**src/logic/acq_settings.svh**
```systemverilog
`ifndef ACQ_SETTINGS_SVH
`define ACQ_SETTINGS_SVH

// ------------------------------------------------------------
// sampling front end sizes

`define ACQ_SAMPLE_W    12   // AD9434 sample bits
`define ACQ_CAPTURE_LEN 16   // words per channel per trigger
`define ACQ_NUM_CHAN    2    // capture channels

// ------------------------------------------------------------
// pulse generator field widths

`define ACQ_WIDTH_W     11   // pulse width and pulse count
`define ACQ_GAP_W       16   // gap between pulses, in cycles

`endif

```
**src/logic/acq_pkg.sv**
```systemverilog
`default_nettype none
`include "acq_settings.svh"

package acq_pkg;

    // one captured word, overrange flag on top
    typedef struct packed {
        logic                     ovr;   // ADC overrange
        logic [`ACQ_SAMPLE_W-1:0] data;  // raw sample
    } sample_t;

    typedef logic [$clog2(`ACQ_CAPTURE_LEN)-1:0] buf_addr_t;  // buffer index
    typedef logic [$clog2(`ACQ_NUM_CHAN)-1:0]    chan_idx_t;  // channel index

    typedef enum logic [1:0] {IDLE, HIGH, GAP} pulse_state_e;

    typedef enum logic [1:0] {ARMED, FILL, FULL} capture_state_e;

    typedef enum logic [1:0] {WAIT_FULL, DRAIN, RELEASE} readout_state_e;

endpackage

`default_nettype wire

```
**src/logic/capture_if.sv**
```systemverilog
`timescale 1ns/1ps
`default_nettype none

interface capture_if;
    import acq_pkg::*;

    logic      full;         // buffer holds a complete capture
    buf_addr_t rd_addr;      // word select from readout
    sample_t   rd_data;      // registered word, one cycle after rd_addr
    logic      release_stb;  // one cycle, frees the buffer

    // channel end
    modport capture_side (
        output full,
        output rd_data,
        input  rd_addr,
        input  release_stb
    );

    // readout end
    modport readout_side (
        input  full,
        input  rd_data,
        output rd_addr,
        output release_stb
    );

endinterface

`default_nettype wire

```
**src/logic/pulse_gen.sv**
```systemverilog
`timescale 1ns/1ps
`default_nettype none
`include "acq_settings.svh"

module pulse_gen (
    input  wire                    clk_200m,
    input  wire                    i_reset,
    input  wire                    i_start,
    input  wire [`ACQ_WIDTH_W-1:0] i_pulse_width,  // high cycles per pulse
    input  wire [`ACQ_WIDTH_W-1:0] i_pulse_num,    // pulses per train
    input  wire [`ACQ_GAP_W-1:0]   i_gap_cycles,   // low cycles between pulses
    output logic                   o_pulse,
    output logic                   o_trig,
    output logic                   o_done
);
    import acq_pkg::*;

    localparam int CNT_W = (`ACQ_GAP_W > `ACQ_WIDTH_W) ? `ACQ_GAP_W : `ACQ_WIDTH_W;

    pulse_state_e            state;
    logic [CNT_W-1:0]        cnt;          // cycles left in this phase, minus one
    logic [`ACQ_WIDTH_W-1:0] pulses_left;  // pulses still to go after this one
    logic [`ACQ_WIDTH_W-1:0] width_r;      // latched width
    logic [`ACQ_GAP_W-1:0]   gap_r;        // latched gap
    logic                    cnt_zero;
    logic                    last_pulse;

    assign cnt_zero   = (cnt == '0);
    assign last_pulse = (pulses_left == '0);
    assign o_pulse    = (state == HIGH);  // pulse follows the state directly

    // ------------------------------------------------------------
    // settings, held for the whole train

    always_ff @(posedge clk_200m) begin
        if (state == IDLE && i_start) begin
            width_r <= i_pulse_width;
            gap_r   <= i_gap_cycles;
        end
    end

    // ------------------------------------------------------------
    // train sequencing

    always_ff @(posedge clk_200m) begin
        if (i_reset) begin
            state       <= IDLE;
            cnt         <= '0;
            pulses_left <= '0;
            o_trig      <= 1'b0;
            o_done      <= 1'b0;
        end else begin
            o_trig <= 1'b0;  // strobes
            o_done <= 1'b0;
            case (state)
                IDLE: begin
                    if (i_start) begin
                        if (i_pulse_width == '0 || i_pulse_num == '0) begin
                            o_done <= 1'b1;  // empty train, finish at once
                        end else begin
                            state       <= HIGH;
                            o_trig      <= 1'b1;  // with first high cycle
                            cnt         <= CNT_W'(i_pulse_width - 1'b1);
                            pulses_left <= i_pulse_num - 1'b1;
                        end
                    end
                end
                HIGH: begin
                    if (!cnt_zero) begin
                        cnt <= cnt - 1'b1;
                    end else if (last_pulse) begin
                        state  <= IDLE;
                        o_done <= 1'b1;  // lands in first low cycle
                    end else if (gap_r == '0) begin
                        cnt         <= CNT_W'(width_r - 1'b1);  // back to back
                        pulses_left <= pulses_left - 1'b1;
                    end else begin
                        state       <= GAP;
                        cnt         <= CNT_W'(gap_r - 1'b1);
                        pulses_left <= pulses_left - 1'b1;
                    end
                end
                GAP: begin
                    if (cnt_zero) begin
                        state <= HIGH;
                        cnt   <= CNT_W'(width_r - 1'b1);
                    end else begin
                        cnt <= cnt - 1'b1;
                    end
                end
                default: state <= IDLE;
            endcase
        end
    end

    // trigger only ever marks the rising edge of a train
    a_trig_on_rise: assert property (@(posedge clk_200m) disable iff (i_reset)
        o_trig |-> $rose(o_pulse));

endmodule

`default_nettype wire

```
**src/logic/adc_capture.sv**
```systemverilog
`timescale 1ns/1ps
`default_nettype none
`include "acq_settings.svh"

module adc_capture (
    input  wire                     clk_200m,
    input  wire                     i_reset,
    input  wire                     i_trig,      // from pulse_gen
    input  wire [`ACQ_SAMPLE_W-1:0] i_adc_data,  // parallel ADC word
    input  wire                     i_adc_or,    // overrange pin
    capture_if.capture_side         cap
);
    import acq_pkg::*;

    localparam int LEN = `ACQ_CAPTURE_LEN;
    localparam buf_addr_t LAST_ADDR = buf_addr_t'(LEN - 1);

    capture_state_e state;
    buf_addr_t      wr_addr;    // next word to write
    sample_t        adc_q;      // input register
    sample_t        mem [LEN];  // capture buffer

    // ------------------------------------------------------------
    // free running input register

    always_ff @(posedge clk_200m) begin
        adc_q.ovr  <= i_adc_or;
        adc_q.data <= i_adc_data;
    end

    // ------------------------------------------------------------
    // arm / fill / hold

    always_ff @(posedge clk_200m) begin
        if (i_reset) begin
            state   <= ARMED;
            wr_addr <= '0;
        end else begin
            case (state)
                ARMED: begin
                    if (i_trig) begin  // triggers elsewhere are dropped
                        state   <= FILL;
                        wr_addr <= '0;
                    end
                end
                FILL: begin
                    wr_addr <= wr_addr + 1'b1;
                    if (wr_addr == LAST_ADDR) begin
                        state <= FULL;
                    end
                end
                FULL: begin
                    if (cap.release_stb) begin
                        state <= ARMED;  // readout done with us
                    end
                end
                default: state <= ARMED;
            endcase
        end
    end

    // buffer write and registered read port
    always_ff @(posedge clk_200m) begin
        if (state == FILL) begin
            mem[wr_addr] <= adc_q;  // word 0 is the trig-cycle sample
        end
        cap.rd_data <= mem[cap.rd_addr];
    end

    assign cap.full = (state == FULL);

    // an accepted trigger gives exactly LEN fill cycles before full
    a_fill_len: assert property (@(posedge clk_200m) disable iff (i_reset)
        (state == ARMED && i_trig) |=> (state == FILL) [*LEN] ##1 cap.full);

endmodule

`default_nettype wire

```
**src/logic/capture_readout.sv**
```systemverilog
`timescale 1ns/1ps
`default_nettype none
`include "acq_settings.svh"

module capture_readout (
    input  wire                clk_200m,
    input  wire                i_reset,
    capture_if.readout_side    caps [`ACQ_NUM_CHAN],
    output logic               o_rd_valid,
    output acq_pkg::chan_idx_t o_rd_chan,
    output acq_pkg::sample_t   o_rd_sample,
    output logic               o_rd_last
);
    import acq_pkg::*;

    localparam int NCH = `ACQ_NUM_CHAN;
    localparam buf_addr_t LAST_ADDR = buf_addr_t'(`ACQ_CAPTURE_LEN - 1);
    localparam chan_idx_t LAST_CHAN = chan_idx_t'(NCH - 1);

    readout_state_e state;
    chan_idx_t      chan;        // channel being addressed
    buf_addr_t      addr;        // word being addressed
    logic [NCH-1:0] full_vec;
    sample_t        words [NCH];  // registered words from each channel
    logic           all_full;
    logic           end_of_drain;
    logic           rel;

    // ------------------------------------------------------------
    // per channel fan in / fan out

    for (genvar g = 0; g < NCH; g++) begin : g_chan
        assign full_vec[g]         = caps[g].full;
        assign words[g]            = caps[g].rd_data;
        assign caps[g].rd_addr     = addr;  // same address to all
        assign caps[g].release_stb = rel;
    end

    assign all_full     = &full_vec;
    assign end_of_drain = (state == DRAIN) && (addr == LAST_ADDR) && (chan == LAST_CHAN);
    assign rel          = (state == RELEASE) && !o_rd_valid;  // after last word left

    // ------------------------------------------------------------
    // drain sequencing

    always_ff @(posedge clk_200m) begin
        if (i_reset) begin
            state <= WAIT_FULL;
            chan  <= '0;
            addr  <= '0;
        end else begin
            case (state)
                WAIT_FULL: begin
                    if (all_full) begin
                        state <= DRAIN;
                        chan  <= '0;
                        addr  <= '0;
                    end
                end
                DRAIN: begin
                    addr <= addr + 1'b1;  // wraps to 0 per channel
                    if (addr == LAST_ADDR) begin
                        if (chan == LAST_CHAN) begin
                            state <= RELEASE;
                        end else begin
                            chan <= chan + 1'b1;
                        end
                    end
                end
                RELEASE: begin
                    if (rel) begin
                        state <= WAIT_FULL;
                    end
                end
                default: state <= WAIT_FULL;
            endcase
        end
    end

    // output flags, one cycle behind the address
    always_ff @(posedge clk_200m) begin
        if (i_reset) begin
            o_rd_valid <= 1'b0;
            o_rd_last  <= 1'b0;
        end else begin
            o_rd_valid <= (state == DRAIN);
            o_rd_last  <= end_of_drain;
        end
    end

    always_ff @(posedge clk_200m) begin
        o_rd_chan <= chan;  // tags the returning word
    end

    assign o_rd_sample = words[o_rd_chan];

    // release only on full buffers, and every channel drops full right after
    a_release_full: assert property (@(posedge clk_200m) disable iff (i_reset)
        rel |-> all_full ##1 (full_vec == '0));

endmodule

`default_nettype wire

```
**src/logic/acq_top.sv**
```systemverilog
`timescale 1ns/1ps
`default_nettype none
`include "acq_settings.svh"

module acq_top (
    input  wire                     clk_200m,
    input  wire                     i_reset,
    // pulse generator control
    input  wire                     i_start,
    input  wire [`ACQ_WIDTH_W-1:0]  i_pulse_width,
    input  wire [`ACQ_WIDTH_W-1:0]  i_pulse_num,
    input  wire [`ACQ_GAP_W-1:0]    i_gap_cycles,
    // ADC0
    input  wire [`ACQ_SAMPLE_W-1:0] i_adc0_data,
    input  wire                     i_adc0_or,
    // ADC1
    input  wire [`ACQ_SAMPLE_W-1:0] i_adc1_data,
    input  wire                     i_adc1_or,
    // pulse outputs
    output logic                    o_pulse,
    output logic                    o_trig,
    output logic                    o_done,
    // readout stream
    output logic                    o_rd_valid,
    output acq_pkg::chan_idx_t      o_rd_chan,
    output acq_pkg::sample_t        o_rd_sample,
    output logic                    o_rd_last
);
    import acq_pkg::*;

    logic [`ACQ_SAMPLE_W-1:0] adc_data [`ACQ_NUM_CHAN];  // per channel samples
    logic                     adc_or   [`ACQ_NUM_CHAN];  // per channel overrange

    capture_if caps [`ACQ_NUM_CHAN] ();  // channel <-> readout

    assign adc_data[0] = i_adc0_data;
    assign adc_or[0]   = i_adc0_or;
    assign adc_data[1] = i_adc1_data;
    assign adc_or[1]   = i_adc1_or;

    // ------------------------------------------------------------
    // pulse generator

    pulse_gen pulse_gen_inst (
        .clk_200m      (clk_200m),
        .i_reset       (i_reset),
        .i_start       (i_start),
        .i_pulse_width (i_pulse_width),
        .i_pulse_num   (i_pulse_num),
        .i_gap_cycles  (i_gap_cycles),
        .o_pulse       (o_pulse),
        .o_trig        (o_trig),
        .o_done        (o_done)
    );

    // ------------------------------------------------------------
    // ADC capture channels

    for (genvar ch = 0; ch < `ACQ_NUM_CHAN; ch++) begin : g_adc
        adc_capture adc_capture_inst (
            .clk_200m   (clk_200m),
            .i_reset    (i_reset),
            .i_trig     (o_trig),  // same trigger to every channel
            .i_adc_data (adc_data[ch]),
            .i_adc_or   (adc_or[ch]),
            .cap        (caps[ch])
        );
    end

    // ------------------------------------------------------------
    // readout

    capture_readout capture_readout_inst (
        .clk_200m    (clk_200m),
        .i_reset     (i_reset),
        .caps        (caps),
        .o_rd_valid  (o_rd_valid),
        .o_rd_chan   (o_rd_chan),
        .o_rd_sample (o_rd_sample),
        .o_rd_last   (o_rd_last)
    );

endmodule

`default_nettype wire

```
**config.mk**
```make
export PLATFORM = sky130hd
export DESIGN_NAME = acq_top
export DESIGN_NICKNAME = d
export VERILOG_FILES = /design/src/logic/acq_pkg.sv /design/src/logic/capture_if.sv /design/src/logic/pulse_gen.sv /design/src/logic/adc_capture.sv /design/src/logic/capture_readout.sv /design/src/logic/acq_top.sv
export VERILOG_INCLUDE_DIRS = /design/src /design/src/logic
export SDC_FILE = /design/constraint.sdc
export NUM_CORES = 1
export LEC_CHECK = 0
export ABC_CLOCK_PERIOD_IN_PS = 4650
export BUFFER_PORTS_ARGS = -buffer_cell sky130_fd_sc_hd__buf_2
export CAP_MARGIN = 0
export CORE_UTILIZATION = 62
export DETAILED_ROUTE_END_ITERATION = 8
export HOLD_SLACK_MARGIN = 0.08
export PLACE_DENSITY = 0.8
export SYNTH_ARGS = -nofsm -noshare
export SYNTH_HDL_FRONTEND = slang
export SYNTH_HIERARCHICAL = 1
export SYNTH_SLANG_ARGS = --single-unit
```
**constraint.sdc**
```tcl
create_clock -name clk_200m -period 4.65 [get_ports clk_200m]
set_input_delay 0.465 -clock clk_200m [delete_from_list [all_inputs] [get_ports clk_200m]]
set_output_delay 0.465 -clock clk_200m [all_outputs]
set_load 0.005 [all_outputs]
```
Yosys cells after proc, flatten, opt, wreduce, memory -nomap -nowiden

Memory sizes are Yosys's and may differ from the RTL's. A register that Yosys moved wholly into a read port is not among the register bits.
Cells that the tools add are included.

Bits in writable memories: 416
Word-level logic and storage cells: 148
Input port bits: 67
Memories: 2
Register bits: 106
Output and inout bits: 19

Memories:

| memory                        | depth | width | read ports | clocked after memory_dff | wr ports | RTL line          | source |
|---|---|---|---|---|---|---|---|
| g_adc[0].adc_capture_inst.mem | 16    | 13    | 1          | 1                        | 1        | adc_capture.sv:21 | `sample_t mem [LEN];` |
| g_adc[1].adc_capture_inst.mem | 16    | 13    | 1          | 1                        | 1        | adc_capture.sv:21 |  |

Bitwise gates (word level): 3
Eq/ne operators: 28
$add $sub $neg: 10
Mux-type cells: 51
Order comparisons: 1
Reduce and logical (&&, ||, !) cells: 32

Operator list:

| operator              | number |
|---|---|
| $mux 16               | 6 |
| $pmux 16 s3           | 1 |
| $mux 11               | 4 |
| $mux 13               | 3 |
| $logic_not 11->1      | 3 |
| $logic_not 16->1      | 2 |
| $sub 16x1->16 const B | 2 |
| $mux 2                | 13 |
| $pmux 2 s3            | 4 |
| $pmux 4 s2            | 3 |
| $sub 11x1->12 const B | 2 |
| $pmux 11 s2           | 1 |
| $sub 11x1->11 const B | 2 |
| $ne 2x2->1 const B    | 8 |
| $ne 2x1->1 const B    | 7 |
| $add 4x1->4 const B   | 3 |
| $eq 4x4->1 const B    | 3 |
| $mux 1                | 12 |
| $reduce_and 5->1      | 2 |
| $reduce_and 3->1      | 3 |
| $eq 2x1->1 const B    | 4 |
| $eq 2x2->1 const B    | 4 |
| $logic_not 2->1       | 4 |
| $mux 4                | 2 |
| 15 further kinds      | 27 |

Logic depth before layout (Yosys ltp)

Depth after elaboration: 5
Mapped depth: 13
Depth with buffers taken out: 10

By module

Netlist, hierarchy kept.

By module, submodules not included:

| module          | cells each | seq. area each (sq um) | instances | area an instance (sq um) |
|---|---|---|---|---|
| adc_capture     | 404        | 6886.6                 | 2         | 8836.0 |
| pulse_gen       | 491        | 1431.4                 | 1         | 4194.0 |
| capture_readout | 62         | 200.2                  | 1         | 586.8 |

Least setup slack after synthesis

OpenSTA, ideal clock, no wires.

Path kind: reg2reg
Start point: register pulse_gen_inst.state[1]
End point: register pulse_gen_inst.pulses_left[10]
Data required time: 4.576 ns
Setup time: 0.074 ns
Data arrival time: 3.268 ns
Stages on the path, launching flop included: 14
Setup slack: 1.308 ns
Clock period less this slack: 3.342 ns
Path buffers: 3
Path through: dfxtp_1 inv_1 ha_1 clkbuf_1 clkbuf_1 clkbuf_1 mux2i_1 ha_1 nor4b_1 o22ai_1 or2_2 nor4_1 mux2i_1 o21ai_0

Word-level cells in the longest chain between the ends: 3
Elaborated cells on any way between the ends: 9
Classes of those cells: eq/ne (5); mux (1); reduce/logical (3)

Ends and longest elaborated chain:

| what                                                | RTL line        | source |
|---|---|---|
| start: declaration                                  | pulse_gen.sv:20 | `pulse_state_e state;` |
| start signal: assignment                            | pulse_gen.sv:47 | `state <= IDLE;` |
| start signal: assignment                            | pulse_gen.sv:61 | `state <= HIGH;` |
| start signal: assignment                            | pulse_gen.sv:72 | `state <= IDLE;` |
| $eq 2x1->1 (*)                                      | n/a             |  |
| net o_pulse                                         | acq_top.sv:20   | `output logic o_pulse,` |
| $ne 2x1->1 (no source line) (tied with other cells) | n/a             |  |
| $reduce_and 5->1 (no source line)                   | n/a             |  |
| end signal: assignment                              | pulse_gen.sv:64 | `pulses_left <= i_pulse_num - 1'b1;` |
| end signal: assignment                              | pulse_gen.sv:76 | `pulses_left <= pulses_left - 1'b1;` |
| end signal: assignment                              | pulse_gen.sv:80 | `pulses_left <= pulses_left - 1'b1;` |
| end: declaration                                    | pulse_gen.sv:22 | `` logic [`ACQ_WIDTH_W-1:0] pulses_left; `` |

The timed path passes the listed nets; every way through them passes the cells marked *.
A chain may end at the register's enable or synchronous reset.

Worst setup path in the final report

Start point: register pulse_gen_inst.state[1]
End point: register pulse_gen_inst.pulses_left[10]

Word-level cells in the longest chain between the ends: 3
Elaborated cells on any way between the ends: 9
Classes of those cells: eq/ne (5); mux (1); reduce/logical (3)

Ends and longest elaborated chain:

| what                                                 | RTL line        | source |
|---|---|---|
| $eq 2x1->1 / $logic_not 2->1 (equally long branches) | pulse_gen.sv:55 | `case (state)` |
| $ne 2x1->1 (no source line) (tied with other cells)  | n/a             |  |
| $reduce_and 5->1 (no source line)                    | n/a             |  |

Parallel ways exist; a longest one is shown, timed or not.

==> impl_metrics.toml <==
[status]
outcome = "complete, no violations"

[worst_setup_path]
end_kind = "register"
start_kind = "register"
slowest_delay_ns = 0.64
worstSetupPathType = "register to register"
crit_required_ns = 5.16
cp_slowest_cell = "ha_1"
cp_data_arrival_time_ns = 3.66
worst-r2r-setup-slack_ns = 1.49
ff2ff_path_depth = 10
r2r_start = "pulse_gen_inst/state[1]"
critPathTopFamily = "simple AND/OR/NAND/NOR gates"
crit_chain = "inv_1 > ha_1 > mux2i_1 > ha_1 > nor4bb_1 > o22ai_1 > or2_2 > nor4_1 > mux2i_1 > o21ai_0"
cp_max_fo = 20
critPathBufInv = 1
rr_endpoint = "pulse_gen_inst/pulses_left[10]"

[drt]
wl_per_cell_microns = 25.1
wirelength_microns = 50000
via_per_inst = 6.52
vias = 13013
postRouteAntennaNets = 0
drc = 0
drt-pass1-iter-count = 5
drt-initial-drc-count = 1335

[floorplan]
fp.dieH_microns = 192
die_width_microns = 192
core-area_sq_um = 35600
io_pins = 86
rows = 69
dieArea_sq_um = 37000
initial_core_util_pct = 63.1

[clock_network]
numCtsBuffers = 52
post_cts_buffers = 0
cts_sinks = 548
clock-root-buffer = "clkbuf_16"
clkTransAtPathRegs_ns = 0.06
cts_tree = "done"
clockBufferDepth = 3
htree_levels = 2
clk_latency_ns = 0.60

[synthesis]
synth_edf_count = 443
syn-mean-instance-area_sq_um = 16.5
ys_top_cells_by_count = "edfxtp_1, dfxtp_1, nor2_1"
synthesis.area_sq_um = 22500
synthTopCellsByArea = "edfxtp_1, dfxtp_1, mux4_1"
syn_inst = 1361
ys_ff_latch = 548
synth_cell_types = 69
synth.top_cell.area_share_pct = 59.2
ys.flop_type = "edfxtp_1"
seq_area_frac_synth_pct = 68.6
async_flop_share_pct = 0
synth_top_area_cell = "edfxtp_1"
syn_nets = 1448
yosysMostFrequentCell = "edfxtp_1"
yosys_warnings = 6

[global_route]
overflow = 0
grt_max_degree = 69
grt_pass1_wl_microns = 75400
grt_pass1_vias = 12879
grt_use_total_pct = 27.8
antenna_found_initial = 1

[cells_and_area]
fill_cells = 2132
final_cell_count_no_fill = 1996
layout-drive-gt1-share_pct = 18.1
final_nets = 1580
area_growth_pct = 13.2
n_antenna_cell = 0

[hold_path]
hold_path_end = "pulse_gen_inst/width_r[5]"
hp-class = "input pin to register"
hp-start = "i_pulse_width[5]"
holdPathStages = 1

[job]
maxCapViolations = 0

[power_and_ir_drop]
p_leak_uw = 0.00845
vdd_drop_max_mv = 0.476
powerDensity_nw_per_um2 = 460

[timing]
period_share_pct = 67.9
fin_setup_tns_ns = 0
skew_ns = 0.0440
hold_viol_final = 0
fin_crit_ns = 3.16
fmax_mhz = 317
rsz0062_at_grt = "false"
finalSetupViolations = 0
tightest_slew_ns = 1.31
slew_viol_final = 0
max_slew_margin_pct = 12.2

[placement]
gp_congestion = 0.981
hpwlAfterDp_microns = 28700
port-buffer-count = 85
place_inst = 1858
-- how the worst max path moves through the flow --
stage / from / endpoint / slack, ns / cells past startpoint
3_3_place_gp: pulse_gen_inst/state[1] / pulse_gen_inst/pulses_left[10] / 1.67 / 10
6_report: pulse_gen_inst/state[1] / pulse_gen_inst/pulses_left[10] / 1.49 / 10
2_1_floorplan: pulse_gen_inst/state[1] / pulse_gen_inst/pulses_left[10] / 1.31 / 13
4_1_cts: pulse_gen_inst/state[1] / pulse_gen_inst/pulses_left[10] / 1.53 / 10
5_1_grt: pulse_gen_inst/state[1] / pulse_gen_inst/pulses_left[10] / 1.23 / 10
3_5_place_dp: pulse_gen_inst/state[1] / pulse_gen_inst/pulses_left[10] / 1.53 / 10
-- cells in the final DEF (no fill, tap or decap), types with 11 or more instances in the layout --
cell | netlist | routed
nor4_1 | 23 | 22
mux4_1 | 48 | 48
xor2_1 | 18 | 18
a22oi_1 | 59 | 59
mux4_2 | 56 | 56
buf_4 | 10 | 15
mux2i_1 | 15 | 15
dlygate4sd3_1 | 0 | 42
dfxtp_1 | 105 | 103
nand3_1 | 11 | 11
nor2b_1 | 11 | 11
and2_1 | 37 | 37
a21oi_1 | 32 | 32
a31oi_1 | 14 | 14
ha_1 | 20 | 20
buf_2 | 5 | 85
clkbuf_1 | 42 | 11
xnor2_1 | 14 | 14
nand2_1 | 64 | 64
inv_1 | 27 | 27
clkbuf_16 | 0 | 55
nor2_1 | 72 | 72
nor3_1 | 31 | 31
mux2_2 | 18 | 18
edfxtp_1 | 443 | 443
nor3b_1 | 11 | 11
or4_1 | 14 | 14
o21ai_0 | 26 | 26
-- sequential cells by signal, indices dropped and copies added, names as in the netlist --
name                                flops
capture_readout_inst/caps.rd_addr       4
capture_readout_inst/chan               1
capture_readout_inst/o_rd_chan          1
capture_readout_inst/o_rd_last          1
capture_readout_inst/o_rd_valid         1
capture_readout_inst/state              2
g_adc.adc_capture_inst/adc_q           26
g_adc.adc_capture_inst/cap.rd_data     26
g_adc.adc_capture_inst/mem            416
g_adc.adc_capture_inst/state            4
g_adc.adc_capture_inst/wr_addr          8
pulse_gen_inst/cnt                     16
pulse_gen_inst/gap_r                   16
pulse_gen_inst/o_done                   1
pulse_gen_inst/o_trig                   1
pulse_gen_inst/pulses_left             11
pulse_gen_inst/state                    2
pulse_gen_inst/width_r                 11
-- power by group --
part           switching (uW)  internal (uW)
registers                 281           5550
clock network            1810           2400
logic                    1000            650
-- what timing repair did --
| item | CTS | global route |
|---|---|---|
| gates resized for setup | 0 | 0 |
| hold endpoints to repair | 42 | 0 |
| hold buffers | 42 | 0 |
-- cell type report --
type                            instances  area [sq um]  area share, %
Sequential cell                       548         15400           60.7
Multi-Input combinational cell        719          6600           26.0
Clock buffer                           73          1510           5.96
Timing Repair Buffer                  143           978           3.85
Tap cell                              461           577           2.27
Clock inverter                         23           221          0.872
Inverter                               29           109          0.428
-- cells by family after synthesis --
kind of cell | after synthesis | synth area share [%]
flops | 548 | 68.6
simple gates | 323 | 7.76
compound gates | 207 | 6.43
mux | 137 | 12.8
buf+inv | 94 | 2.03
xor+xnor | 32 | 1.25
fa+ha+maj | 20 | 1.11
-- worst reg2reg max path: cells and delay by family, from the launching register on --
kind,cells,cell delay [ns]
adders and majority gates,2,0.91
DFF,1,0.34
buffers and inverters,1,0.08
AOI/OAI and AO/OA,2,0.34
and+or+nand+nor,3,0.97
muxes,2,0.44
-- per-layer routing --
| metal | wire, microns | track usage, % | up-vias | share of wire [%] |
|---|---|---|---|---|
| li1 | - | - | 5748 | - |
| met1 | 19600 | 37.1 | 6533 | 39 |
| met2 | 24900 | 46.5 | 638 | 50 |
| met3 | 4080 | 4.26 | 92 | 8.2 |
| met4 | 1410 | 10.1 | 2 | 2.8 |
| met5 | 13 | 0 | - | 0.026 |
-- stage by stage --
stage	instance area [sq um]	utilization, %	worst slack, ns	hold slack (ns)	total power [uW]
finish	25400	71.4	1.49	0.114	11700
global route	25400	71.4	1.23	0.109	12100
CTS	25400	71.4	1.53	0.0909	11700
detailed placement	23300	65.4	1.53	0.361	7500
global placement	23300	65.4	1.67	0.357	7470
floorplan	22500	-	1.31	0.344	7020
Note: power is estimated with default switching activity, not from simulation.
